<file path="src/hdl/sprite_cfg.svh">
`ifndef SPRITE_CFG_SVH
`define SPRITE_CFG_SVH

// register file
`define NUM_REGS 32
`define REG_W 32

// program memory
`define PROG_DEPTH 64
`define INSTR_W 36
`define PC_W 7 // one bit past the rom range so running off the end is visible

// sprite table geometry
`define NUM_SPRITES 16
`define SPRITE_FIELDS 8
`define FIELD_W 16

// display link starts with this many credits
`define SCAN_CREDITS 2

`endif

</file>
<file path="src/hdl/sprite_pkg.sv">
`include "sprite_cfg.svh"

package sprite_pkg;

  typedef logic [$clog2(`SPRITE_FIELDS)-1:0] field_idx_t;
  typedef logic [$clog2(`NUM_SPRITES)-1:0] slot_t;
  typedef logic [`FIELD_W-1:0] field_t;

  // field layout of one slot
  localparam field_idx_t FIELD_TYPE  = field_idx_t'(0); // nonzero = live
  localparam field_idx_t FIELD_X     = field_idx_t'(1);
  localparam field_idx_t FIELD_Y     = field_idx_t'(2);
  localparam field_idx_t FIELD_FRAME = field_idx_t'(3);

endpackage

</file>
<file path="src/hdl/result_stage.sv">
`timescale 1ns/1ps
`include "sprite_cfg.svh"

module result_stage
  import sprite_pkg::*;
(
  input  logic                         pixel_clk_in,
  input  logic                         rst_in,
  input  logic [$clog2(`NUM_REGS)-1:0] rs1_addr,
  input  logic [$clog2(`NUM_REGS)-1:0] rs2_addr,
  output logic [`REG_W-1:0]            rs1_val,
  output logic [`REG_W-1:0]            rs2_val,
  input  logic [`REG_W-1:0]            res,
  input  logic [$clog2(`NUM_REGS)-1:0] wb_reg,
  input  slot_t                        wb_slot,
  input  field_idx_t                   wb_field,
  input  logic                         wb_sprite,
  input  logic                         wb_en,
  output logic                         sp_we,
  output slot_t                        sp_wslot,
  output field_idx_t                   sp_wfield,
  output field_t                       sp_wdata
);

  logic [`REG_W-1:0] regs [`NUM_REGS];

  // x0 never written so it reads as zero
  always_ff @(posedge pixel_clk_in) begin
    if (rst_in) begin
      for (int i = 0; i < `NUM_REGS; i++) begin
        regs[i] <= '0;
      end
    end else if (wb_en && !wb_sprite && wb_reg != '0) begin
      regs[wb_reg] <= res;
    end
  end

  // async read ports for decode
  assign rs1_val = regs[rs1_addr];
  assign rs2_val = regs[rs2_addr];

  // sprite results go out as a one-cycle strobe
  assign sp_we     = wb_en & wb_sprite;
  assign sp_wslot  = wb_slot;
  assign sp_wfield = wb_field;
  assign sp_wdata  = field_t'(res); // upper bits dropped

endmodule

</file>
<file path="config.mk">
export PLATFORM = sky130hd
export DESIGN_NAME = result_stage
export DESIGN_NICKNAME = d
export VERILOG_FILES = /design/src/hdl/sprite_pkg.sv /design/src/hdl/result_stage.sv
export VERILOG_INCLUDE_DIRS = /design/src /design/src/hdl
export SDC_FILE = /design/constraint.sdc
export NUM_CORES = 2
export LEC_CHECK = 0
export ABC_AREA = 1
export BUFFER_PORTS_ARGS = -buffer_cell sky130_fd_sc_hd__buf_4
export CAP_MARGIN = 25
export CORE_MARGIN = 3
export CORE_UTILIZATION = 50
export CTS_CLUSTER_DIAMETER = 80
export CTS_CLUSTER_SIZE = 14
export DETAILED_ROUTE_END_ITERATION = 12
export PLACE_DENSITY = 0.71
export SLEW_MARGIN = 5
export SYNTH_ARGS = -nofsm -noshare
export SYNTH_HDL_FRONTEND = slang
export SYNTH_SLANG_ARGS = --single-unit
</file>
<file path="constraint.sdc">
create_clock -name pixel_clk_in -period 3.4 [get_ports pixel_clk_in]
set_input_delay 0.68 -clock pixel_clk_in [delete_from_list [all_inputs] [get_ports pixel_clk_in]]
set_output_delay 0.68 -clock pixel_clk_in [all_outputs]
set_load 0.03 [all_outputs]
</file>
Word-level counts from Yosys, hierarchy flattened
Memories as Yosys holds them, arrays and structs flattened.
Index checks and enable logic that the tools add are counted.
{"block": "classes", "n_bitwise": 1, "muxes": 8, "n_reduce_logical": 5}
{"cell": "$mux 32", "count": 1}
{"cell": "$reduce_or 32->1", "count": 1}
{"cell": "$mux 1", "count": 6}
{"cell": "$mux 5", "count": 1}
{"cell": "$reduce_bool 5->1", "count": 1}
{"cell": "$logic_and 1x1->1", "count": 2}
{"cell": "$and 1x1->1", "count": 1}
{"cell": "$logic_not 1->1", "count": 1}
{"block": "word_totals", "inputBits": 58, "mem_count": 1, "word_cells": 15, "output_inout_bits": 88, "reg_bits": 0, "ramBits": 1024}
{"name": "regs", "words": 32, "width": 32, "read_ports": 2, "rd_ports_with_merged_regs": 0, "wr": 32, "line_no": "result_stage.sv:25", "source": "logic [`REG_W-1:0] regs [`NUM_REGS];"}

Longest topological paths before layout
{"block": "depth", "ltp_word": 8, "mapped_depth": 12, "ltp_nobuf": 9}

Worst setup path after synthesis
No wires, ideal clock.
{"block": "synth_timing", "path_type": "input to register", "start": "input wb_sprite", "end": "memory regs[10][0] in the netlist's numbering, enable pin", "slack_ns": 0.575, "path_buffers": 1, "arrival_time_ns": 2.436, "required_time_ns": 3.011, "path_stages": 6, "setup_time_ns": 0.389, "cell_sequence": "nor2_1 nand3_1 nor3_4 nand2_1 buf_6 nand2_1"}
{"element": "start: declaration", "line_no": "result_stage.sv:17", "source": "input logic wb_sprite,"}
{"element": "end: declaration", "line_no": "result_stage.sv:25"}

Final worst setup path
{"block": "layout_timing", "start": "input rs1_addr[0]", "end": "output rs1_val[16]"}
{"block": "layout_between", "elab_chain_len": 1}
{"element": "start: declaration", "line_no": "result_stage.sv:9", "source": "input logic [$clog2(`NUM_REGS)-1:0] rs1_addr,"}
{"element": "$mem_v2 32x32"}
{"element": "end: declaration", "line_no": "result_stage.sv:11", "source": "output logic [`REG_W-1:0] rs1_val,"}
No other way between the ends.

==> out/qor.txt <==
Syn Inst Count - 7,213
Cell Chain, Critical Path - buf_8, buf_12, nand2_1, nand3_1, nand3_1, nand2_1, nand2_1, nand2_1, nand2_1, nand2_1, buf_4
core area - 112,000 µm²
number of global-route vias before repair - 50,436
Root Buffer Master - clkbuf_16
clk buf depth - 3
CTS Buf Count - 83
Ports - 146
Die H - 343 µm
CP max-delay cell - nand2_1
RSZ-0062 raised after global routing - no
routability cong. - 0.928
post-CTS setup buffers - 0
Final ANT Viol Nets - 0
synth warn - 0
Largest register FFs - 1,024
DRT Pass-1 Iters - 7
startpoint types - input pin
max frequency - 0.314 GHz
clock tree sinks - 1,024
Slew @ Worst Pin - 1000 ps
IO buf count - 131
max-cap violations - 0
setup TNS - 0 ps
H-tree depth - 3
Worst Min Path Start - res[5]
Mean Syn Cell Area - 7.87 µm²
post-CTS resize count - 0
initial core utilization - 0.509
slowest stage delay, CP - 390 ps
register area share after synthesis - 0.542
Iter 0 DRT Violations - 9,969
Biggest register - regs
DRC viols - 0
total power - 28.7 mW
share of layout cells above drive strength 1 - 0.0823
final setup violation count - 0
hold_buf cts - 0
Critical Path Sink Type - output port
status - completed
initial antenna violation count - 1
fillers - 9,696
Final min period - 3180 ps
largest net degree at the start of global routing - 113
Die W - 343 µm
Reg clk slew, reported paths - 60 ps
Worst Setup EP - rs1_val[16]
relative slew slack - 0.330
cell area after layout - 62,400 µm²
Worst Setup SP - rs1_addr[0]
WP data arrival - 2500 ps
post-placement cell area - 59,900 µm²
CTS tree - done
Top Registers - regs: 1024 flops
Layout Utilization - 0.559
drt wl/cell - 24.9 µm
row cnt - 122
Final Hold Violating Endpoints - 0
die footprint - 118,000 µm²
CP Max Fanout - 35
HPWL after DPL - 124 mm
Post-Layout Cell Count - 8,596
grt ovf - 0
WP data required - 2720 ps
Max VDD drop - 0.343 mV
P per Cell Area - 459 nW/µm²
global-route wire length before repair - 311 mm
Post-Syn Area - 56,800 µm²
Pins Over Slew Limit - 0
via count - 54,137
worst min path class - in2reg
period utilisation layout - 0.937
via-per-instance ratio - 6.30
Yosys reg bits - 1,024
Yosys cell types - 15
cell repeated most along the worst path - nand2_1
LEAKAGE - 26.5 nW
final wirelength - 214 mm
GR Util All Layers - 0.354
area grow syn2layout - 9.99%
placed cells - 8,487
final net count - 7,155
WS Path Type - in2out
area by class of cell:
class / instances / area, µm² / share of cell area
repair buffers: 420 / 4480 / 0.0717
clock inverters: 4 / 18.8 / 0.000301
well taps: 1488 / 1860 / 0.0298
diodes: 2 / 5.00 / 0.0000802
multi-input cells: 5519 / 22900 / 0.366
flip-flops and latches: 1024 / 30700 / 0.493
inverters: 49 / 225 / 0.00361
clock buffers: 90 / 2230 / 0.0357
worst max-delay path, delay by kind of cell:
kind	cells	cell delay, ps
simple gates	8	1020
buf+inv	3	770
cells in the final DEF (no fill, tap or decap), drive strengths merged:
master	instances
clkinvlp	1
clkinv	6
nor3	12
edfxtp	1024
clkbuf	90
nand2	2944
conb	32
nand3	1537
buf	420
nor2	994
inv	46
diode	2
how the worst min path moves through the flow:
stage / end / slack (ps) / cells after the start
2_1_floorplan: regs[5][10]$_SDFFCE_PN0P_ / 920 / 2
3_3_place_gp: regs[4][27]$_SDFFCE_PN0P_ / 1270 / 4
3_5_place_dp: regs[3][27]$_SDFFCE_PN0P_ / 1280 / 4
4_1_cts: regs[16][19]$_SDFFCE_PN0P_ / 580 / 4
5_1_grt: regs[30][5]$_SDFFCE_PN0P_ / 430 / 3
6_report: regs[30][5]$_SDFFCE_PN0P_ / 420 / 3
kinds of logic after synthesis:
family	share of synthesized area
buffers and inverters	0.0602
and+or+nand+nor	0.398
other	0.0000661
DFF	0.542
power by group:
group	total (mW)	switching (mW)	internal, mW
clock	9.09	4.49	4.60
sequential	14.9	0.357	14.5
combinational	4.67	3.30	1.37
layer usage:
| layer | global-route usage | vias up | share of wire |
|---|---|---|---|
| met5 | 0 | - | 0 |
| met4 | 0.211 | 0 | 0.067 |
| met3 | 0.0873 | 992 | 0.16 |
| met2 | 0.526 | 4806 | 0.43 |
| met1 | 0.471 | 24992 | 0.35 |
| li1 | - | 23347 | - |
synthesized netlist by cell type:
cell type	n	area, µm²
nor3_2	1	10.0
conb_1	1	3.75
inv_1	45	169
edfxtp_1	1024	30700
buf_4	23	173
nor2_1	994	3730
nand2_1	2944	11100
nor3_4	4	65.1
inv_2	4	15.0
clkbuf_1	467	1750
nand3_1	1537	7690
nor3_1	7	35.0
buf_2	2	10.0
buf_6	93	1050
buf_1	67	251
metrics by stage:
step | setup WS (ps) | hold slack [ps]
finish | 216 | 420
global route | 135 | 431
CTS | 296 | 577
detailed placement | 295 | 1280
global placement | 316 | 1270
floorplan | 575 | 919
No activity file was read; power rests on OpenSTA's default activity.
