<file path="src/hdl/sprite_cfg.svh">
`ifndef SPRITE_CFG_SVH
`define SPRITE_CFG_SVH

// register file
`define NUM_REGS 32
`define REG_W 32

// program memory
`define PROG_DEPTH 64
`define INSTR_W 36
`define PC_W 7 // one bit past the rom range so running off the end is visible

// sprite table geometry
`define NUM_SPRITES 16
`define SPRITE_FIELDS 8
`define FIELD_W 16

// display link starts with this many credits
`define SCAN_CREDITS 2

`endif

</file>
<file path="src/hdl/isa_pkg.sv">
package isa_pkg;

  // one 36-bit word, read in two layouts depending on opcode
  typedef union packed {
    struct packed {
      logic [2:0] fsel;   // sprite field select
      logic       ext;    // sprite-class extension bit
      logic [6:0] funct7;
      logic [4:0] rs2;
      logic [4:0] rs1;
      logic [2:0] funct3;
      logic [4:0] rd;
      logic [6:0] opcode;
    } r;
    struct packed {
      logic [2:0]  fsel;
      logic        ext;
      logic [19:0] imm20; // LI / SPLI constant, JMP target
      logic [4:0]  rd;
      logic [6:0]  opcode;
    } u;
  } instr_t;

  // {ext, opcode}
  typedef enum logic [7:0] {
    OP_HALT   = 8'h00,
    OP_REGIMM = 8'h13,
    OP_REG    = 8'h33,
    OP_LI     = 8'h37,
    OP_JMP    = 8'h61,
    OP_BRANCH = 8'h63,
    OP_SPIMM  = 8'h93,
    OP_SPLI   = 8'hb7,
    OP_LISP   = 8'hbf
  } opcode_t;

  typedef enum logic [3:0] {
    PASS, ADD, SUBF, SLL, SRL, ABS, BEQ, BNE, JUMP, NONE
  } alu_op_t;

  localparam logic [2:0] F3_ADDI   = 3'd0;
  localparam logic [2:0] F3_SPADDI = 3'd0;
  localparam logic [2:0] F3_SPSUBI = 3'd1; // floored at zero
  localparam logic [2:0] F3_BEQ    = 3'd0;
  localparam logic [2:0] F3_BNE    = 3'd1;

  localparam logic [6:0] F7_ADD = 7'd0;
  localparam logic [6:0] F7_SUB = 7'd1; // floored at zero
  localparam logic [6:0] F7_SLL = 7'd2;
  localparam logic [6:0] F7_SRL = 7'd4;
  localparam logic [6:0] F7_ABS = 7'd5;

endpackage

</file>
<file path="src/hdl/program_rom.sv">
`timescale 1ns/1ps
`include "sprite_cfg.svh"

module program_rom
  import isa_pkg::*;
(
  input  logic                            pixel_clk_in,
  input  logic                            load_we,
  input  logic [$clog2(`PROG_DEPTH)-1:0]  load_addr,
  input  logic [`INSTR_W-1:0]             load_data,
  input  logic [$clog2(`PROG_DEPTH)-1:0]  rd_addr,
  output instr_t                          rd_data
);

  logic [`INSTR_W-1:0] mem [`PROG_DEPTH];

  // single clock, write port for loading and one registered read
  always_ff @(posedge pixel_clk_in) begin
    if (load_we) begin
      mem[load_addr] <= load_data;
    end
    rd_data <= instr_t'(mem[rd_addr]); // valid one cycle after address
  end

endmodule

</file>
<file path="config.mk">
export PLATFORM = sky130hd
export DESIGN_NAME = program_rom
export DESIGN_NICKNAME = d
export VERILOG_FILES = /design/src/hdl/isa_pkg.sv /design/src/hdl/program_rom.sv
export VERILOG_INCLUDE_DIRS = /design/src /design/src/hdl
export SDC_FILE = /design/constraint.sdc
export NUM_CORES = 2
export LEC_CHECK = 0
export ABC_CLOCK_PERIOD_IN_PS = 8800
export BUFFER_PORTS_ARGS = -buffer_cell sky130_fd_sc_hd__buf_2
export CORE_MARGIN = 1
export CORE_UTILIZATION = 50
export CTS_BUF_LIST = sky130_fd_sc_hd__clkbuf_4
export DETAILED_ROUTE_END_ITERATION = 6
export GPL_TIMING_DRIVEN = 0
export HOLD_SLACK_MARGIN = 0.1
export PLACE_DENSITY = 0.69
export REMOVE_ABC_BUFFERS = 1
export SYNTH_ARGS = -nofsm -noshare
export SYNTH_HDL_FRONTEND = slang
export SYNTH_SLANG_ARGS = --single-unit
</file>
<file path="constraint.sdc">
create_clock -name pixel_clk_in -period 8.8 [get_ports pixel_clk_in]
set_input_delay 0 -clock pixel_clk_in [delete_from_list [all_inputs] [get_ports pixel_clk_in]]
set_output_delay 0 -clock pixel_clk_in [all_outputs]
set_load 0.03 [all_outputs]
</file>
* Word level (Yosys, flattened, before mapping)
Memories as Yosys holds them, arrays and structs flattened. A register that Yosys moved wholly into a read port is not among the register bits.
Cells that the tools add are included.
** Word-level totals
- Flip-flop bits (word level) :: 0
- Bits in writable memories :: 2304
- Input port bits :: 50
- Word-level logic and storage cells :: 3
- Memories kept :: 1
** Memory list
- mem :: depth 64, bits a word 36, rd ports 1, clocked after memory_dff 1, write ports 1, RTL line program_rom.sv:15 : logic [`INSTR_W-1:0] mem [`PROG_DEPTH];
** Operators by class
- Muxes and demuxes :: 2
** Operators by type and width (number)
- 1-bit 2-to-1 mux :: 2

* Longest topological paths before layout
- Word-level depth :: 2
- Depth in mapped cells :: 10
- Mapped depth without buffers :: 5

* Least setup slack after synthesis
OpenSTA, ideal clock, no wires.
- Path type :: input to register
- From :: in load_addr[3]
- To :: mem mem[48][0] in the netlist's numbering, enable pin
- Arrival time :: 2.967 ns
- Required time :: 8.326 ns
- Setup slack :: 5.359 ns
- Cell stages on the path :: 4
- Cells stage by stage :: clkbuf_1 > nor2b_1 > nand4b_1 > nor3_1
** RTL lines
- start: declaration :: RTL line program_rom.sv:9 : input logic [$clog2(`PROG_DEPTH)-1:0] load_addr,
- end: declaration :: RTL line program_rom.sv:15
Straight into the memory's write port.

==> results_dict.tcl <==
set metrics [dict create \
    finalWorstPathRequiredPeriod_ps 4170 \
    post_drt_wl_per_cell_um 30.0 \
    clockBufferDepth 4 \
    synthMostInstantiatedCell "edfxtp_1" \
    initial_utilization 0.504 \
    tritoncts "built" \
    finish.cell_count_without_fillers 7214 \
    drive_gt1_frac 0.362 \
    max_freq_mhz 240 \
    synth_mux_area_frac 0.151 \
    cp_max_fo 71 \
    design.die.area_um2 178000 \
    setup_repair_after_global_routing_missed_its_margin "false" \
    num_vias 44376 \
    worst_skew_pair.late_latency_ps 1340 \
    place_ws_ps 4010 \
    synth_simple_gate_area_share 0.0156 \
    nNetsFinal 4571 \
    yosys.area_share.adder 0 \
    gp_routability_congestion 0.773 \
    timing_hold_violations_final 0 \
    final_max_slew_viol_count 2 \
    cts-root-buf "clkbuf_4" \
    core_area_um2 174000 \
    ys_seq_area_frac 0.795 \
    yosys-top-cells-count "edfxtp_1, mux4_2, o22ai_1" \
    route.detailed.vias_per_inst 6.15 \
    failed_checks "max-capacitance violations, max-slew violations" \
    finalInstanceArea_um2 103000 \
    dpl.cell_count 6112 \
    hold_ws_ps 228 \
    cts_sinks 2340 \
    worst_endpoint_required_time_ps 10050 \
    setup_tns_ps 0 \
    synth.yosys.warnings 0 \
    drt_iter0_drc 5372 \
    power-per-cell-area_nw_per_um2 215 \
    detailed_place_hpwl_um 124000 \
    worstPathCellList "dlygate4sd3_1 -> buf_8 -> buf_16 -> buf_16 -> buf_16 -> buf_16 -> mux4_2 -> o22ai_1 -> nor4_1 -> o22a_1 -> dlygate4sd3_1" \
    number_of_maximum_capacitance_violations 1 \
    postPlaceCellArea_um2 93900 \
    synth.ff_latch_count 2340 \
    fin_ws_ps 4630 \
    grt_start_max_net_pins 104 \
    main_flop_type_after_synthesis "edfxtp_1" \
    std_cell_rows 153 \
    final_core_utilization 0.589 \
    tritoncts.num_buffers 588 \
    cp-end-kind "flip-flop" \
    share_of_the_synthesized_area_in_compound_gates_ao_oa_aoi_oai 0.0260 \
    groute.usage.overall 0.245 \
    post-synth-top-area-fraction 0.786 \
    initial_antenna_violation_count 4 \
    worstMarginPinSlew_ps 1710 \
    critical-path-top-cell-by-count "buf_16" \
    reported_leakage_power_nw 32.7 \
    finalSetupViolations 0 \
    synthesis.area_um2 88000 \
    route.final.wire_length_um 217000 \
    synth_xor_xnor_area_share 0 \
    post-layout-total-power_mw 22.1 \
    worst-endpoint-arrival_ps 5420 \
    grt_overflow_total 0 \
    clock_pin_slew_of_the_registers_on_the_worst_case_setup_and_hold_paths_ps 70 \
    final.period_utilization 0.474 \
    vdd.ir_drop.worst_mv 0.112 \
    criticalPathCategory "input port to flip-flop" \
    fin_skew_ps 87.0 \
    worst_setup_path_start_kind "input port" \
    dominant_combinational_cell_family_by_area_after_synthesis "multiplexers" \
    cp_slowest_cell "nor4_1" \
    post_synth_edffs 2304 \
    worstHoldPathType "input port to flip-flop" \
    syn_avg_cell_area_um2 23.3 \
    post-route-drc-count 0 \
    global_route_wire_length_before_repair_um 312000 \
    flow.area_growth_from_synthesis_pct 16.8 \
    final_antenna_net_count 0 \
    yosys-top-cells-area "edfxtp_1, mux4_2, o22ai_1" \
    critPathMaxStageDelay_ps 1170 \
    result_of_the_run "complete, but fails checks" \
    grt_pass1_vias 45721 \
    detailedRoute.firstPassIterationCount 7 \
    asyncSetResetFlopFracSynth 0 \
    die_w_um 421 \
    hold_path_depth 5 \
    height_of_the_die_um 421 \
    htree_num_levels 6 \
    placement.io_buffers 85 \
    synthDominantAreaCellType "edfxtp_1" \
    postSynthCellCount 3780 \
    io_pins 86 \
    timing.reg2reg.worst_path_depth 9 \
    timing.max_slew.rel_slack -0.148 \
    synth.distinct_cells 37 \
]
-- worst max-delay path, delay by kind of cell --
family	cells	cell delay (ps)
AOI/OAI and AO/OA	2	350
muxes	1	330
and+or+nand+nor	1	1170
buffers and inverters	7	3300
-- final cells by class --
type,instances,area (um^2)
Antenna cell,12,30.0
Clock buffer,815,6120
Clock inverter,131,671
Fill cell,12131,71600
Multi-Input combinational cell,1228,17500
Sequential cell,2340,69900
Tap cell,2325,2910
Timing Repair Buffer,363,5590
-- layout by cell type, fill, tap and decap left out, types with 8 or more instances in the layout --
cell	count
inv_2	18
nor2b_1	30
a22oi_1	76
and3_1	8
nand3_1	45
edfxtp_1	2304
diode_2	12
clkbuf_4	815
mux2i_1	71
clkinv_1	92
mux4_2	556
o22ai_1	123
dfxtp_1	36
nand2_1	24
o221ai_1	34
nor4_1	20
nor2_1	37
dlygate4sd3_1	105
buf_16	105
clkinv_2	14
o22a_1	23
buf_8	8
buf_2	85
buf_12	50
nor2_4	62
a211oi_1	42
-- metal layers --
| layer | routed length (um) | vias to the layer above | share of wire | track usage |
|---|---|---|---|---|
| li1 | - | 18183 | - | - |
| met1 | 81200 | 23135 | 0.37 | 0.323 |
| met2 | 105000 | 2619 | 0.49 | 0.387 |
| met3 | 21600 | 439 | 0.10 | 0.0632 |
| met4 | 8340 | 0 | 0.039 | 0.107 |
| met5 | 0 | - | 0 | 0 |
-- power breakdown --
| group | switching [mW] | internal [mW] |
|---|---|---|
| registers | 0.0236 | 12.3 |
| clock network | 4.12 | 4.42 |
| logic | 0.737 | 0.473 |
-- cell families after synthesis --
| family | after synthesis |
|---|---|
| DFF | 2340 |
| muxes | 634 |
| AOI/OAI and AO/OA | 316 |
| and+or+nand+nor | 278 |
| buffers and inverters | 212 |
-- what timing repair did --
| action | in CTS | in global routing |
|---|---|---|
| setup buffers | 0 | 0 |
| hold endpoints to repair | 3709 | 0 |
| endpoints found under the setup margin | 0 | 0 |
| resized for setup | 0 | 0 |
| hold buffers | 141 | 0 |
-- flip-flops by register name, summed over array words and instances, names as in the netlist --
register and cells:
mem 2304, rd_data 36
-- final timing paths --
path	slack, ps	from	end
hold / removal	230	rd_addr[2]	rd_data[34]$_DFF_P_
setup reg to reg	4970	mem[51][19]$_DFFE_PP_	rd_data[19]$_DFF_P_
hold reg to reg	870	mem[60][6]$_DFFE_PP_	rd_data[6]$_DFF_P_
setup / recovery	4630	rd_addr[0]	rd_data[10]$_DFF_P_
Note: power is estimated with default switching activity, not from simulation.
