$ cat src/hdl/sprite_cfg.svh
`ifndef SPRITE_CFG_SVH
`define SPRITE_CFG_SVH

// register file
`define NUM_REGS 32
`define REG_W 32

// program memory
`define PROG_DEPTH 64
`define INSTR_W 36
`define PC_W 7 // one bit past the rom range so running off the end is visible

// sprite table geometry
`define NUM_SPRITES 16
`define SPRITE_FIELDS 8
`define FIELD_W 16

// display link starts with this many credits
`define SCAN_CREDITS 2

`endif

$ cat src/hdl/isa_pkg.sv
package isa_pkg;

  // one 36-bit word, read in two layouts depending on opcode
  typedef union packed {
    struct packed {
      logic [2:0] fsel;   // sprite field select
      logic       ext;    // sprite-class extension bit
      logic [6:0] funct7;
      logic [4:0] rs2;
      logic [4:0] rs1;
      logic [2:0] funct3;
      logic [4:0] rd;
      logic [6:0] opcode;
    } r;
    struct packed {
      logic [2:0]  fsel;
      logic        ext;
      logic [19:0] imm20; // LI / SPLI constant, JMP target
      logic [4:0]  rd;
      logic [6:0]  opcode;
    } u;
  } instr_t;

  // {ext, opcode}
  typedef enum logic [7:0] {
    OP_HALT   = 8'h00,
    OP_REGIMM = 8'h13,
    OP_REG    = 8'h33,
    OP_LI     = 8'h37,
    OP_JMP    = 8'h61,
    OP_BRANCH = 8'h63,
    OP_SPIMM  = 8'h93,
    OP_SPLI   = 8'hb7,
    OP_LISP   = 8'hbf
  } opcode_t;

  typedef enum logic [3:0] {
    PASS, ADD, SUBF, SLL, SRL, ABS, BEQ, BNE, JUMP, NONE
  } alu_op_t;

  localparam logic [2:0] F3_ADDI   = 3'd0;
  localparam logic [2:0] F3_SPADDI = 3'd0;
  localparam logic [2:0] F3_SPSUBI = 3'd1; // floored at zero
  localparam logic [2:0] F3_BEQ    = 3'd0;
  localparam logic [2:0] F3_BNE    = 3'd1;

  localparam logic [6:0] F7_ADD = 7'd0;
  localparam logic [6:0] F7_SUB = 7'd1; // floored at zero
  localparam logic [6:0] F7_SLL = 7'd2;
  localparam logic [6:0] F7_SRL = 7'd4;
  localparam logic [6:0] F7_ABS = 7'd5;

endpackage

$ cat src/hdl/sprite_pkg.sv
`include "sprite_cfg.svh"

package sprite_pkg;

  typedef logic [$clog2(`SPRITE_FIELDS)-1:0] field_idx_t;
  typedef logic [$clog2(`NUM_SPRITES)-1:0] slot_t;
  typedef logic [`FIELD_W-1:0] field_t;

  // field layout of one slot
  localparam field_idx_t FIELD_TYPE  = field_idx_t'(0); // nonzero = live
  localparam field_idx_t FIELD_X     = field_idx_t'(1);
  localparam field_idx_t FIELD_Y     = field_idx_t'(2);
  localparam field_idx_t FIELD_FRAME = field_idx_t'(3);

endpackage

$ cat src/hdl/decode_stage.sv
`timescale 1ns/1ps
`include "sprite_cfg.svh"

module decode_stage
  import isa_pkg::*;
  import sprite_pkg::*;
(
  input  logic                           pixel_clk_in,
  input  logic                           rst_in,
  input  logic                           go,
  input  instr_t                         instr,
  output logic [$clog2(`PROG_DEPTH)-1:0] rom_addr,
  output logic [$clog2(`NUM_REGS)-1:0]   rs1_addr,
  output logic [$clog2(`NUM_REGS)-1:0]   rs2_addr,
  input  logic [`REG_W-1:0]              rs1_val,
  input  logic [`REG_W-1:0]              rs2_val,
  output slot_t                          sp_slot,
  output field_idx_t                     sp_field,
  input  field_t                         sp_val,
  input  logic                           branch_taken,
  input  logic [`PC_W-1:0]               branch_target,
  output alu_op_t                        op,
  output logic [`REG_W-1:0]              a,
  output logic [`REG_W-1:0]              b,
  output logic [$clog2(`NUM_REGS)-1:0]   dest_reg,
  output slot_t                          dest_slot,
  output field_idx_t                     dest_field,
  output logic                           to_sprite,
  output logic                           writes,
  output logic                           halted
);

  localparam logic [1:0] PH_FETCH  = 2'd0;
  localparam logic [1:0] PH_DECODE = 2'd1;
  localparam logic [1:0] PH_EXEC   = 2'd2;
  localparam logic [1:0] PH_RESULT = 2'd3;

  logic [1:0]                     phase;
  logic [`PC_W-1:0]               pc;
  logic                           stop_q;  // halt once this instruction retires
  opcode_t                        opc;
  logic [`REG_W-1:0]              imm20;
  logic [`REG_W-1:0]              imm12;
  logic [`PC_W-1:0]               tgt;
  alu_op_t                        nxt_op;
  logic [`REG_W-1:0]              nxt_a;
  logic [`REG_W-1:0]              nxt_b;
  logic [$clog2(`NUM_REGS)-1:0]   nxt_reg;
  slot_t                          nxt_slot;
  logic                           nxt_sprite;
  logic                           nxt_writes;
  logic                           nxt_stop;

  assign opc   = opcode_t'({instr.r.ext, instr.r.opcode});
  assign imm20 = `REG_W'(instr.u.imm20);                     // zero extended
  assign imm12 = `REG_W'({instr.r.funct7, instr.r.rs2});

  assign rom_addr = pc[$clog2(`PROG_DEPTH)-1:0];
  assign rs1_addr = instr.r.rs1;
  // sprite writes name their slot through register rd
  assign rs2_addr = (opc == OP_SPLI || opc == OP_SPIMM) ? instr.r.rd : instr.r.rs2;
  assign sp_slot  = slot_t'(rs1_val); // LISP source slot
  assign sp_field = instr.r.fsel;

  always_comb begin
    nxt_op     = NONE;
    nxt_a      = rs1_val;
    nxt_b      = rs2_val;
    nxt_reg    = instr.r.rd;
    nxt_slot   = slot_t'(rs2_val);
    nxt_sprite = 1'b0;
    nxt_writes = 1'b0;
    nxt_stop   = 1'b0;
    tgt        = '0;
    case (opc)
      OP_LI: begin
        nxt_op     = PASS;
        nxt_a      = imm20;
        nxt_writes = 1'b1;
      end
      OP_REGIMM: begin
        nxt_op     = (instr.r.funct3 == F3_ADDI) ? ADD : NONE;
        nxt_b      = imm12;
        nxt_writes = (instr.r.funct3 == F3_ADDI);
      end
      OP_REG: begin
        nxt_writes = 1'b1;
        case (instr.r.funct7)
          F7_ADD:  nxt_op = ADD;
          F7_SUB:  nxt_op = SUBF;
          F7_SLL:  nxt_op = SLL;
          F7_SRL:  nxt_op = SRL;
          F7_ABS:  nxt_op = ABS;
          default: nxt_writes = 1'b0; // unknown funct7 acts as nop
        endcase
      end
      OP_SPLI: begin
        nxt_op     = PASS;
        nxt_a      = imm20;
        nxt_sprite = 1'b1;
        nxt_writes = 1'b1;
      end
      OP_SPIMM: begin
        nxt_b      = imm12;
        nxt_sprite = 1'b1;
        nxt_writes = 1'b1;
        case (instr.r.funct3)
          F3_SPADDI: nxt_op = ADD;
          F3_SPSUBI: nxt_op = SUBF;
          default:   nxt_writes = 1'b0;
        endcase
      end
      OP_LISP: begin
        nxt_op     = PASS;
        nxt_a      = `REG_W'(sp_val);
        nxt_writes = 1'b1;
      end
      OP_BRANCH: begin
        nxt_op = (instr.r.funct3 == F3_BEQ) ? BEQ :
                 (instr.r.funct3 == F3_BNE) ? BNE : NONE;
        tgt    = `PC_W'({instr.r.funct7, instr.r.rd});
      end
      OP_JMP: begin
        nxt_op = JUMP;
        tgt    = `PC_W'({instr.u.imm20, instr.u.rd});
      end
      OP_HALT: nxt_stop = 1'b1;
      default: ; // undefined opcode is a nop
    endcase
    // branches write nothing so the dest fields carry the target
    if (nxt_op == BEQ || nxt_op == BNE || nxt_op == JUMP) begin
      nxt_reg  = tgt[$clog2(`NUM_REGS)-1:0];
      nxt_slot = slot_t'(tgt >> $clog2(`NUM_REGS));
    end
    // ran off the end of program memory
    if (pc >= `PC_W'(`PROG_DEPTH)) begin
      nxt_op     = NONE;
      nxt_writes = 1'b0;
      nxt_stop   = 1'b1;
    end
  end

  // sequencer and pc
  always_ff @(posedge pixel_clk_in) begin
    if (rst_in) begin
      phase     <= PH_FETCH;
      pc        <= '0;
      halted    <= 1'b1;
      stop_q    <= 1'b0;
      op        <= NONE;
      to_sprite <= 1'b0;
      writes    <= 1'b0;
    end else if (halted) begin
      if (go) begin // restart from address 0
        halted <= 1'b0;
        pc     <= '0;
        phase  <= PH_FETCH;
      end
    end else begin
      phase <= phase + 2'd1;
      case (phase)
        PH_DECODE: begin
          op        <= nxt_op;
          to_sprite <= nxt_sprite;
          writes    <= nxt_writes;
          stop_q    <= nxt_stop;
        end
        PH_EXEC: begin // one-shot so execute sees a single op
          op        <= NONE;
          to_sprite <= 1'b0;
          writes    <= 1'b0;
        end
        PH_RESULT: begin
          pc     <= branch_taken ? branch_target : pc + 1'b1;
          halted <= stop_q;
        end
        default: ; // fetch waits on the rom
      endcase
    end
  end

  // operand payload
  always_ff @(posedge pixel_clk_in) begin
    if (!halted && phase == PH_DECODE) begin
      a          <= nxt_a;
      b          <= nxt_b;
      dest_reg   <= nxt_reg;
      dest_slot  <= nxt_slot;
      dest_field <= instr.r.fsel;
    end
  end

endmodule

$ cat config.mk
export PLATFORM = sky130hd
export DESIGN_NAME = decode_stage
export DESIGN_NICKNAME = d
export VERILOG_FILES = /design/src/hdl/isa_pkg.sv /design/src/hdl/sprite_pkg.sv /design/src/hdl/decode_stage.sv
export VERILOG_INCLUDE_DIRS = /design/src /design/src/hdl
export SDC_FILE = /design/constraint.sdc
export NUM_CORES = 1
export LEC_CHECK = 0
export ABC_CLOCK_PERIOD_IN_PS = 4050
export BUFFER_PORTS_ARGS = -buffer_cell sky130_fd_sc_hd__buf_4
export CAP_MARGIN = 30
export CELL_PAD_IN_SITES_DETAIL_PLACEMENT = 0
export CELL_PAD_IN_SITES_GLOBAL_PLACEMENT = 1
export CORE_MARGIN = 2
export CORE_UTILIZATION = 25
export DETAILED_ROUTE_END_ITERATION = 16
export PLACE_DENSITY_LB_ADDON = 0.1
export SLEW_MARGIN = 20
export SYNTH_ARGS = -nofsm -noshare
export SYNTH_HDL_FRONTEND = slang
export SYNTH_SLANG_ARGS = --single-unit
$ cat constraint.sdc
create_clock -name pixel_clk_in -period 4.05 [get_ports pixel_clk_in]
set_clock_uncertainty 0.05 [all_clocks]
set_input_delay 0.6075 -clock pixel_clk_in [delete_from_list [all_inputs] [get_ports pixel_clk_in]]
set_output_delay 0.6075 -clock pixel_clk_in [all_outputs]
set_load 0.005 [all_outputs]
== Word level (Yosys, flattened, before mapping) ==
Index checks and enable logic that the tools add are counted.

* Bits of input ports: 127
* Memories: 0
* Latch bits: 0
* Register bits: 93
* Memory bits (writable): 0
* ROM bits: 0
* Word-level logic and storage cells: 89

* Muxes and demuxes: 32
* Shift operators: 0
* Bitwise gates (word level): 1
* Reductions and logical operators: 19
* Multipliers: 0
* Divide/modulo/power cells: 0
* $lt $le $gt $ge: 1
* Add/sub/neg operators: 2
* Equality and inequality tests: 20

{| class="wikitable"
|+ Operators with widths
! operator !! number
|-
| $pmux 32 s2 || 1
|-
| $mux 7 || 4
|-
| $eq 8x8->1 const B || 3
|-
| $pmux 4 s6 || 1
|-
| $pmux 4 s5 || 1
|-
| $eq 8x6->1 const B || 2
|-
| $eq 8x7->1 const B || 2
|-
| $mux 4 || 4
|-
| $pmux 4 s2 || 2
|-
| $eq 7x3->1 const B || 2
|-
| $pmux 7 s2 || 1
|-
| $mux 12 || 1
|-
| $mux 5 || 2
|-
| $mux 1 || 9
|-
| $eq 4x3->1 const B || 2
|-
| $eq 8x5->1 const B || 1
|-
| $logic_not 8->1 || 1
|-
| $reduce_or 2->1 || 4
|-
| $add 7x1->7 const B || 1
|-
| $eq 7x1->1 const B || 1
|-
| $eq 7x2->1 const B || 1
|-
| $ge 7x7->1 const B || 1
|-
| $logic_not 7->1 || 1
|-
| $mux 2 || 3
|-
| 17 further kinds || 24
|}

== Longest topological paths before layout ==
Gate-level depths: netlist (run 1).

* Depth after elaboration: 8
* Gate-level depth with buffers: 8
* Mapped depth without buffers: 7

== Least setup slack after synthesis (run 1) ==
No wires, ideal clock.

* Path type: flip-flop to flip-flop
* From: reg phase[1]
* To: reg a[0] (enable)
* Data required time: 3.477 ns
* Stages on the path, launching flop included: 4
* Path slack: -0.465 ns
* Setup time: 0.523 ns
* Data arrival time: 3.941 ns
* Cell sequence: dfxtp_1 inv_1 ha_1 nor2b_1

* Longest elaborated chain between the ends: 2

{| class="wikitable"
|+ RTL lines
! what !! line !! source
|-
| start, declared || decode_stage.sv:38 || <nowiki>logic [1:0] phase;</nowiki>
|-
| start signal, assigned || decode_stage.sv:160 || <nowiki>phase <= phase + 2'd1;</nowiki>
|-
| $eq 2x1->1 || decode_stage.sv:184 || <nowiki>if (!halted && phase == PH_DECODE) begin</nowiki>
|-
| $logic_and 1x1->1 || decode_stage.sv:184 ||
|-
| end signal, assigned || decode_stage.sv:185 || <nowiki>a <= nxt_a;</nowiki>
|-
| end, declared || decode_stage.sv:23 || <nowiki>output logic [`REG_W-1:0] a,</nowiki>
|}

Every way passes these cells.
A chain may end at the register's enable or synchronous reset.

== Final worst setup path (run 1) ==
* From: in instr[1] (netlist name)
* To: out rs2_addr[1]

* Longest elaborated chain between the ends: 3

{| class="wikitable"
|+ RTL lines
! what !! line !! source
|-
| start, declared || decode_stage.sv:11 || <nowiki>input instr_t instr,</nowiki>
|-
| $eq 8x8->1 || decode_stage.sv:61 || <nowiki>assign rs2_addr = (opc == OP_SPLI || opc == OP_SPIMM) ? instr.r.rd : instr.r.rs2;</nowiki>
|-
| $logic_or 1x1->1 (*) || decode_stage.sv:61 ||
|-
| $mux 5 (*) || decode_stage.sv:61 ||
|-
| end, declared || decode_stage.sv:14 || <nowiki>output logic [$clog2(`NUM_REGS)-1:0] rs2_addr,</nowiki>
|}

Mark *: on every way between the ends. The rest lies on a longest branch, timed or not.

==> results of run 1 <==
==> Yosys cell counts, types with 10 or more instances <==
| cell type | instances |
|---|---|
| clkbuf_1 | 15 |
| and2_1 | 37 |
| nor2_1 | 18 |
| o22ai_1 | 16 |
| nand3b_1 | 16 |
| nand2_1 | 19 |
| edfxtp_1 | 76 |
| dfxtp_1 | 17 |
| o21ai_0 | 28 |
| buf_2 | 10 |
| a21oi_1 | 25 |
| mux2_2 | 13 |
| buf_4 | 18 |
==> area by class of cell <==
cell class	count	area share (%)
repair buffers	236	26.54
inverters	6	0.3349
clock inverters	7	1.023
flip-flops and latches	93	39.00
clock buffers	9	3.349
well taps	229	4.261
multi-input cells	258	25.49
==> placed cells by master (no fill, tap or decap), types with 3 or more instances in the layout <==
master	n
inv_1	6
mux2_4	5
and2_1	37
nand2_1	19
nor4_1	4
o31ai_1	3
mux2_2	13
o22ai_1	16
nand4_1	3
nor3_1	5
a21oi_1	25
buf_4	235
clkbuf_16	9
a22oi_1	5
nor2_1	18
dfxtp_1	17
edfxtp_1	76
o21ai_0	28
nand3_1	6
nor3_2	3
a21o_1	3
nor2b_1	5
nand3b_1	16
ha_1	5
a22o_1	7
a31oi_1	3
==> report_power, final <==
group	switching [uW]	leakage, uW	total, uW	internal [uW]
clock network	422	0.000137	854	432
logic	114	0.00170	274	160
registers	9.22	0.000829	1070	1060
total	545	0.00267	2200	1660
==> final timing paths <==
path,from,end,slack [ns]
max reg2reg,phase[1],pc[5],2.03
min reg2reg,op[1],op[1],0.40
max,instr[1],rs2_addr[1],1.20
min,instr[8],dest_reg[1],0.39
==> logic make-up after synthesis <==
logic type / count (synthesis) / share of synthesized area, %
compound gates: 100 / 13.23
xor+xnor: 3 / 0.5706
fa+ha+maj: 5 / 1.358
buf+inv: 51 / 6.058
flops: 93 / 56.94
mux: 19 / 5.026
simple gates: 131 / 16.82
==> worst register-to-register path: stages, from the launching register on <==
cell	delay (ns)
dfxtp_1	0.38
ha_1	0.16
nor2b_1	0.67
nand2b_1	0.26
o21ai_0	0.24
a22oi_1	0.09
nor2_1	0.12
==> per-layer routing <==
metal / global-route usage [%] / vias up
met5: 0 / -
met4: 6.000 / 0
met2: 24.26 / 140
li1: - / 1879
met3: 3.028 / 22
met1: 19.14 / 1834
==> metrics by stage <==
stage | hold WS (ns) | total power (uW) | worst slack [ns] | area [um^2]
5_1_grt | 0.3703 | 2291 | 1.151 | 6724
3_3_place_gp | 0.4016 | 1368 | 1.200 | 6430
6_report | 0.3852 | 2201 | 1.200 | 6724
3_5_place_dp | 0.3995 | 1372 | 1.184 | 6430
2_1_floorplan | 0.3866 | 1202 | 1.036 | 4608
4_1_cts | 0.3698 | 2233 | 1.185 | 6724
==> flow_summary.json, run 1 <==
{
  "setup_viol_count_final": 0,
  "worst-path-stages": 5,
  "viasPerCell": 4.624,
  "multiInputGateArea_um2": 1714,
  "hold_class": "in -> reg",
  "fp.dieW_um": 139.7,
  "num-nets-final": 736,
  "drv_cap": 0,
  "wl_met1_um": 6658,
  "syn_area_per_cell_um2": 11.46,
  "critical_path_class": "in -> out",
  "die_y_um": 139.7,
  "cts_buffers": 9,
  "crit_path_start_kind": "input pin",
  "clock_sinks": 93,
  "vdd_drop_max_mv": 0.1898,
  "powerDensity_nw_per_um2": 327.3,
  "fmax_mhz": 350.8,
  "dr.first_iter.drc_count": 188,
  "start_util_pct": 25.55,
  "drc": 0,
  "arrival_ns": 2.19,
  "crit_path_end_kind": "output port",
  "tightest_slew_ns": 0.8768,
  "yosysUniqueCellTypes": 52,
  "tns_ns": 0,
  "clk_pin_slew_ns": 0.08,
  "max_stage_delay_ns": 0.78,
  "coreArea_um2": 18020,
  "critPathMostFrequentCell": "buf_4",
  "postCtsSetupBuffers": 0,
  "rows": 49,
  "top_regs": "a: 32 flops, b: 32 flops, pc: 7 flops",
  "hold_violations": 0,
  "ys.flop_type": "edfxtp_1",
  "synth_edf_count": 76,
  "cpLargestDelayFamily": "simple AND/OR/NAND/NOR gates",
  "portBuffers": 232,
  "cp_data_required_time_ns": 3.39,
  "hold-path-cell-count": 1,
  "postSynth.asyncResetShare_pct": 0,
  "grt_max_degree": 65,
  "root_buffer": "clkbuf_16",
  "post_drt_wl_per_cell_um": 17.70,
  "grt_pass1_vias": 3909,
  "syn2layout_area_growth_pct": 45.99,
  "worstRegToRegCells": 6,
  "final_util_pct": 37.30,
  "diodes": 0,
  "rsz0062_at_grt": "no",
  "crit_buf_inv": 2,
  "cts_tree": "yes",
  "drt-total-wl_um": 14830,
  "max-clock-path-buffers": 2,
  "h-tree-depth": 3,
  "firstDrtPassIters": 4,
  "finalCritPeriodShare_pct": 70.38,
  "cts_hold_buf": 0,
  "dp_hpwl_um": 10840,
  "critPathSlowestCell": "or4_1",
  "gp_congestion": 0.7794,
  "fillers": 1831,
  "crit_path_max_fanout": 8,
  "wl_met2_um": 7053,
  "synth_nets": 534,
  "pin_count": 233,
  "maxSlewViolCount": 0,
  "drive_gt1_share_pct": 46.31,
  "post-route-min-period_ns": 2.850,
  "grt_pass1_wl_um": 22380,
  "wl_met3_um": 769,
  "seq_area_um2": 2623,
  "grt_remaining_overflow": 0,
  "timing.slew.headroom_pct": 41.01,
  "layout.cells.non_filler": 838,
  "synth_seq_cells": 93,
  "top_layer": "met4",
  "dr_total_vias": 3875,
  "cts_resized": 0,
  "synth_top_cells_by_area": "edfxtp_1 50%, dfxtp_1 7.4%, and2_1 5.0%",
  "path_cells": "buf_4, nand4_1, or4_1, mux2_4, buf_4",
  "antenna_found_initial": 0,
  "antenna_left": 0,
  "syn_inst": 402,
  "syn_area_um2": 4606,
  "ys_seq_area_share_pct": 56.94,
  "yosysTopAreaCellShare_pct": 49.55,
  "yosysTopAreaCell": "edfxtp_1",
  "clk_latency_ns": 0.35,
  "placed_cells": 822,
  "status": "completed",
  "yosysWarnings": 0,
  "die_area_um2": 19520,
  "p_leak_uw": 0.002666,
  "grt_usage_pct": 14.81
}
Power figures use the tool's default switching activity.
==> inputs of run 2 (changes only) <==
ABC_AREA = 1   (was not set)
ABC_CLOCK_PERIOD_IN_PS = 2700   (was 4050)
clock period = 2.7 ns   (was 4.05 ns; I/O delays follow)
==> flow_summary.json, run 2 <==
{
  "coreArea_um2": 18580,
  "rsz0062_at_grt": "no",
  "max_stage_delay_ns": 0.28,
  "dr_total_vias": 4113,
  "firstDrtPassIters": 5,
  "pin_count": 233,
  "crit_buf_inv": 4,
  "cts_resized": 0,
  "grt_pass1_vias": 4076,
  "status": "completed",
  "share_comb_of_total_power_pct": 11.5,
  "syn2layout_area_growth_pct": 46.20,
  "drt-total-wl_um": 14650,
  "viasPerCell": 4.293,
  "path_cells": "buf_4, inv_1, nand2_1, nor2_4, nand4_1, nand2_1, buf_4, nand2_1, o21ai_0, buf_4",
  "grt_max_degree": 78,
  "syn_inst": 507,
  "arrival_ns": 1.73,
  "h-tree-depth": 3,
  "ys_top_cells_by_count": "86 x nand2_1, 76 x edfxtp_1, 74 x inv_1",
  "worstRegToRegCells": 7,
  "die_y_um": 141.0,
  "fmax_mhz": 457.4,
  "post_drt_wl_per_cell_um": 15.29,
  "antenna_left": 0,
  "final_util_pct": 36.91,
  "maxSlewViolCount": 0,
  "yosys.cell_count.top_type": "nand2_1",
  "synth_seq_cells": 93,
  "root_buffer": "clkbuf_16",
  "cts_tree": "yes",
  "num-nets-final": 851,
  "cts_hold_buf": 0,
  "syn_area_per_cell_um2": 9.252,
  "cp_data_required_time_ns": 2.25,
  "clk_latency_ns": 0.35,
  "fillers": 1972,
  "post-place-ws_ns": 0.4771,
  "max-clock-path-buffers": 2,
  "clock_power_share_pct": 42.2,
  "drv_cap": 0,
  "rows": 50,
  "fp.dieW_um": 141.0,
  "critical_path_class": "in -> out",
  "p_int_uw": 2713,
  "worst-path-stages": 10,
  "ys_seq_area_share_pct": 55.91,
  "setup_slack_ns": 0.5137,
  "crit_path_start_kind": "input pin",
  "clock_sinks": 93,
  "timing.slew.headroom_pct": 63.03,
  "postCtsSetupBuffers": 0,
  "sequentialPowerShare_pct": 46.3,
  "antenna_found_initial": 0,
  "multiInputGateArea_um2": 1525,
  "power_switching_uw": 760.4,
  "switching_share_pct": 21.89,
  "die_area_um2": 19880,
  "syn_area_um2": 4691,
  "setup_viol_count_final": 0,
  "start_util_pct": 25.25,
  "crit_path_max_fanout": 7,
  "clk_pin_slew_ns": 0.07,
  "powerDensity_nw_per_um2": 506.5,
  "hold-path-cell-count": 1,
  "ys.flop_type": "edfxtp_1",
  "diodes": 0,
  "cpLargestDelayFamily": "simple AND/OR/NAND/NOR gates",
  "drc": 0,
  "drive_gt1_share_pct": 39.50,
  "hold_violations": 0,
  "tns_ns": 0,
  "p_leak_uw": 0.003108,
  "finalCritPeriodShare_pct": 80.97,
  "vdd_drop_max_mv": 0.2741,
  "portBuffers": 232,
  "seq_area_um2": 2623,
  "dr.first_iter.drc_count": 183,
  "synth_nets": 639,
  "yosysUniqueCellTypes": 32,
  "dp_hpwl_um": 11240,
  "crit_path_end_kind": "output port",
  "grt_usage_pct": 14.58,
  "synth_edf_count": 76,
  "grt_remaining_overflow": 0,
  "top_regs": "a: 32 flops, b: 32 flops, pc: 7 flops",
  "yosysWarnings": 0,
  "post-route-min-period_ns": 2.186,
  "grt_pass1_wl_um": 22360,
  "yosysTopAreaCellShare_pct": 48.65,
  "yosysTopAreaCell": "edfxtp_1",
  "postSynth.asyncResetShare_pct": 0,
  "mostFrequentLayoutCells": "236 x buf_4, 86 x nand2_1, 76 x edfxtp_1",
  "final_common_cell": "buf_4",
  "gp_congestion": 0.8313,
  "hold_class": "in -> reg",
  "cts_buffers": 9,
  "tightest_slew_ns": 0.5508,
  "critPathSlowestCell": "nand2_1",
  "synth_top_cells_by_area": "edfxtp_1 49%, dfxtp_1 7.3%, nand2_1 6.9%"
}
## run 2: changes by cell type after synthesis, sizes merged, moves of 10 or more
cell,before,now
nand2,20,94
nor2,18,80
mux2,18,0
nand3b,16,1
o211ai,1,11
and2,37,1
o22ai,16,0
nand3,6,35
inv,6,76
## run 2: area by class of cell
type                       instances  area share, %
clock buffer                       9          3.284
clock inverter                     7          1.624
inverter                          77          4.215
multi-input combinational        301          22.24
sequential                        93          38.24
tap                              234          4.269
timing repair buffer             237          26.13
## run 2: path summary, 6_finish.rpt
check / to / startpoint / slack, ns
max: rs2_addr[0] / instr[3] / 0.51
max reg2reg: op[1] / phase[0] / 0.84
min: dest_field[2] / instr[35] / 0.19
min reg2reg: to_sprite / to_sprite / 0.42
## run 2: cells by family after synthesis
family / synth area share [%]
compound gates: 8.909
buf+inv: 11.74
simple gates: 21.37
flops: 55.91
xor+xnor: 0.7470
fa+ha+maj: 1.334
## run 2: stage by stage
stage / instances / total power [uW] / cell area (um^2) / hold WS (ns)
floorplan: 507 / 1794 / 4698 / 0.3736
global placement: 942 / 2042 / 6521 / 0.4137
detailed placement: 942 / 2047 / 6521 / 0.4137
CTS: 958 / 3523 / 6858 / 0.1754
global route: 958 / 3602 / 6858 / 0.1790
finish: 958 / 3473 / 6858 / 0.1899
## run 2: metal layers
layer	vias up	share of wire [%]	global-route usage, %
li1	2062	-	-
met1	1902	44	18.69
met2	138	50	24.83
met3	11	5.4	2.615
met4	0	1.3	5.053
met5	-	0	0
## run 2: power by group through the flow
stage	Clock (uW)	Sequential [uW]	Combinational [uW]
after floorplan	0	1640	149
after global placement	0	1640	401
after detailed placement	0	1640	405
after CTS	1510	1610	406
after global routing	1550	1610	443
final	1470	1610	398
==> inputs of run 3 (changes only) <==
ABC_AREA = 0   (was 1)
ABC_CLOCK_PERIOD_IN_PS = 2200   (was 2700)
clock period = 2.2 ns   (was 2.7 ns; I/O delays follow)
==> flow_summary.json, run 3 (synthesis gave the netlist of run 1 again) <==
{
  "status": "completed",
  "cts_tree": "yes",
  "crit_path_start_kind": "input pin",
  "grt_pass1_wl_um": 22040,
  "clk_latency_ns": 0.34,
  "rsz0062_at_grt": "no",
  "cts_hold_buf": 0,
  "r2r_start": "phase[0]",
  "cp_data_required_time_ns": 1.82,
  "tightest_slew_ns": 0.7217,
  "grt_usage_pct": 14.58,
  "post_drt_wl_per_cell_um": 17.53,
  "cts_buffers": 9,
  "post-route-min-period_ns": 2.094,
  "fillers": 1847,
  "die_y_um": 139.7,
  "worstRegToRegCells": 7,
  "drive_gt1_share_pct": 47.26,
  "top_regs": "a: 32 flops, b: 32 flops, pc: 7 flops",
  "coreArea_um2": 18020,
  "dp_hpwl_um": 11190,
  "post-place-ws_ns": 0.09897,
  "clock_power_share_pct": 40.1,
  "crit_end": "rs2_addr[3]",
  "gp_congestion": 0.8006,
  "clock_sinks": 93,
  "rows": 49,
  "crit_path_end_kind": "output port",
  "finalCritPeriodShare_pct": 95.19,
  "power_switching_uw": 984.4,
  "setup_slack_ns": 0.1057,
  "vdd_drop_max_mv": 0.3441,
  "die_area_um2": 19520,
  "sequentialPowerShare_pct": 47.5,
  "wl_met3_um": 857,
  "firstDrtPassIters": 4,
  "switching_share_pct": 23.69,
  "p_int_uw": 3170,
  "whs_ns": 0.1194,
  "fmax_mhz": 477.5,
  "grt_max_degree": 59,
  "start_util_pct": 25.55,
  "fp.dieW_um": 139.7,
  "critPathSlowestCell": "or4_1",
  "reg2reg_to": "op[0]",
  "path_cells": "buf_4, nand4_1, or4_1, buf_4, mux2_4, buf_4",
  "antenna_found_initial": 0,
  "wl_met1_um": 6651,
  "maxSlewViolCount": 0,
  "cts_resized": 0,
  "powerDensity_nw_per_um2": 608.1,
  "max-clock-path-buffers": 2,
  "drc": 0,
  "drt-total-wl_um": 14900,
  "max_stage_delay_ns": 0.49,
  "grt_pass1_vias": 3836,
  "mostFrequentLayoutCells": "246 x buf_4, 76 x edfxtp_1, 37 x and2_1",
  "arrival_ns": 1.71,
  "critical_path_class": "in -> out",
  "crit_path_max_fanout": 7,
  "pin_count": 233,
  "final_common_cell": "buf_4",
  "setup_viol_count_final": 0,
  "viasPerCell": 4.587,
  "dr.first_iter.drc_count": 141,
  "wl_met2_um": 7165,
  "num-nets-final": 747,
  "share_comb_of_total_power_pct": 12.4,
  "grt_remaining_overflow": 0,
  "root_buffer": "clkbuf_16",
  "hold_violations": 0,
  "tns_ns": 0,
  "p_total_uw": 4155,
  "hold_class": "in -> reg",
  "p_leak_uw": 0.002736,
  "syn2layout_area_growth_pct": 48.33,
  "reg2reg_slack_ns": 0.24,
  "drv_cap": 0,
  "top_layer": "met4",
  "clk_pin_slew_ns": 0.07,
  "dr_total_vias": 3899,
  "postCtsSetupBuffers": 0,
  "h-tree-depth": 3,
  "timing.critical_path.from": "instr[0]",
  "portBuffers": 232,
  "timing.slew.headroom_pct": 51.89,
  "antenna_left": 0,
  "critPathMostFrequentCell": "buf_4"
}
==> run 3: per-layer routing <==
layer	GRT usage, %	vias up
li1	-	1904
met1	19.07	1836
met2	24.26	149
met3	3.441	10
met4	3.895	0
met5	0	-
==> run 3: power groups by stage <==
stage	clock, uW	combinational (uW)	sequential, uW
6_report	1670	514	1970
5_1_grt	1780	561	1980
4_1_cts	1710	522	1970
3_5_place_dp	0	520	2010
3_3_place_gp	0	514	2010
2_1_floorplan	0	194	2020
==> run 3: critical path: cells and delay by family <==
kind	cells	cell delay [ns]
and+or+nand+nor	2	0.61
buffers and inverters	3	0.45
muxes	1	0.31
==> run 3: how the worst min path moves through the flow <==
stage / startpoint / to / slack [ns] / cells past startpoint
after floorplan: instr[33] / dest_field[0] / 0.38 / 0
after global placement: op[1] / op[1] / 0.40 / 2
after detailed placement: op[1] / op[1] / 0.40 / 2
after CTS: instr[8] / dest_reg[1] / 0.10 / 1
after global routing: instr[34] / dest_field[1] / 0.10 / 1
final: instr[8] / dest_reg[1] / 0.12 / 1
==> run 3: metrics by stage <==
| stage | instance area [um^2] | utilization (%) | instances |
|---|---|---|---|
| 3_5_place_dp | 6513 | 36.13 | 833 |
| 2_1_floorplan | 4613 | - | 402 |
| 5_1_grt | 6829 | 37.89 | 849 |
| 4_1_cts | 6829 | 37.89 | 849 |
| 3_3_place_gp | 6513 | 36.13 | 833 |
| 6_report | 6832 | 37.90 | 850 |
==> run 3: cell type report <==
type | count | area [um^2] | area share (%)
flip-flops and latches | 93 | 2623 | 38.39
repair buffers | 247 | 1867 | 27.33
multi-input cells | 258 | 1714 | 25.09
well taps | 229 | 286.5 | 4.194
clock buffers | 9 | 225.2 | 3.297
clock inverters | 7 | 91.34 | 1.337
inverters | 6 | 22.52 | 0.3297
diodes | 1 | 2.502 | 0.03663
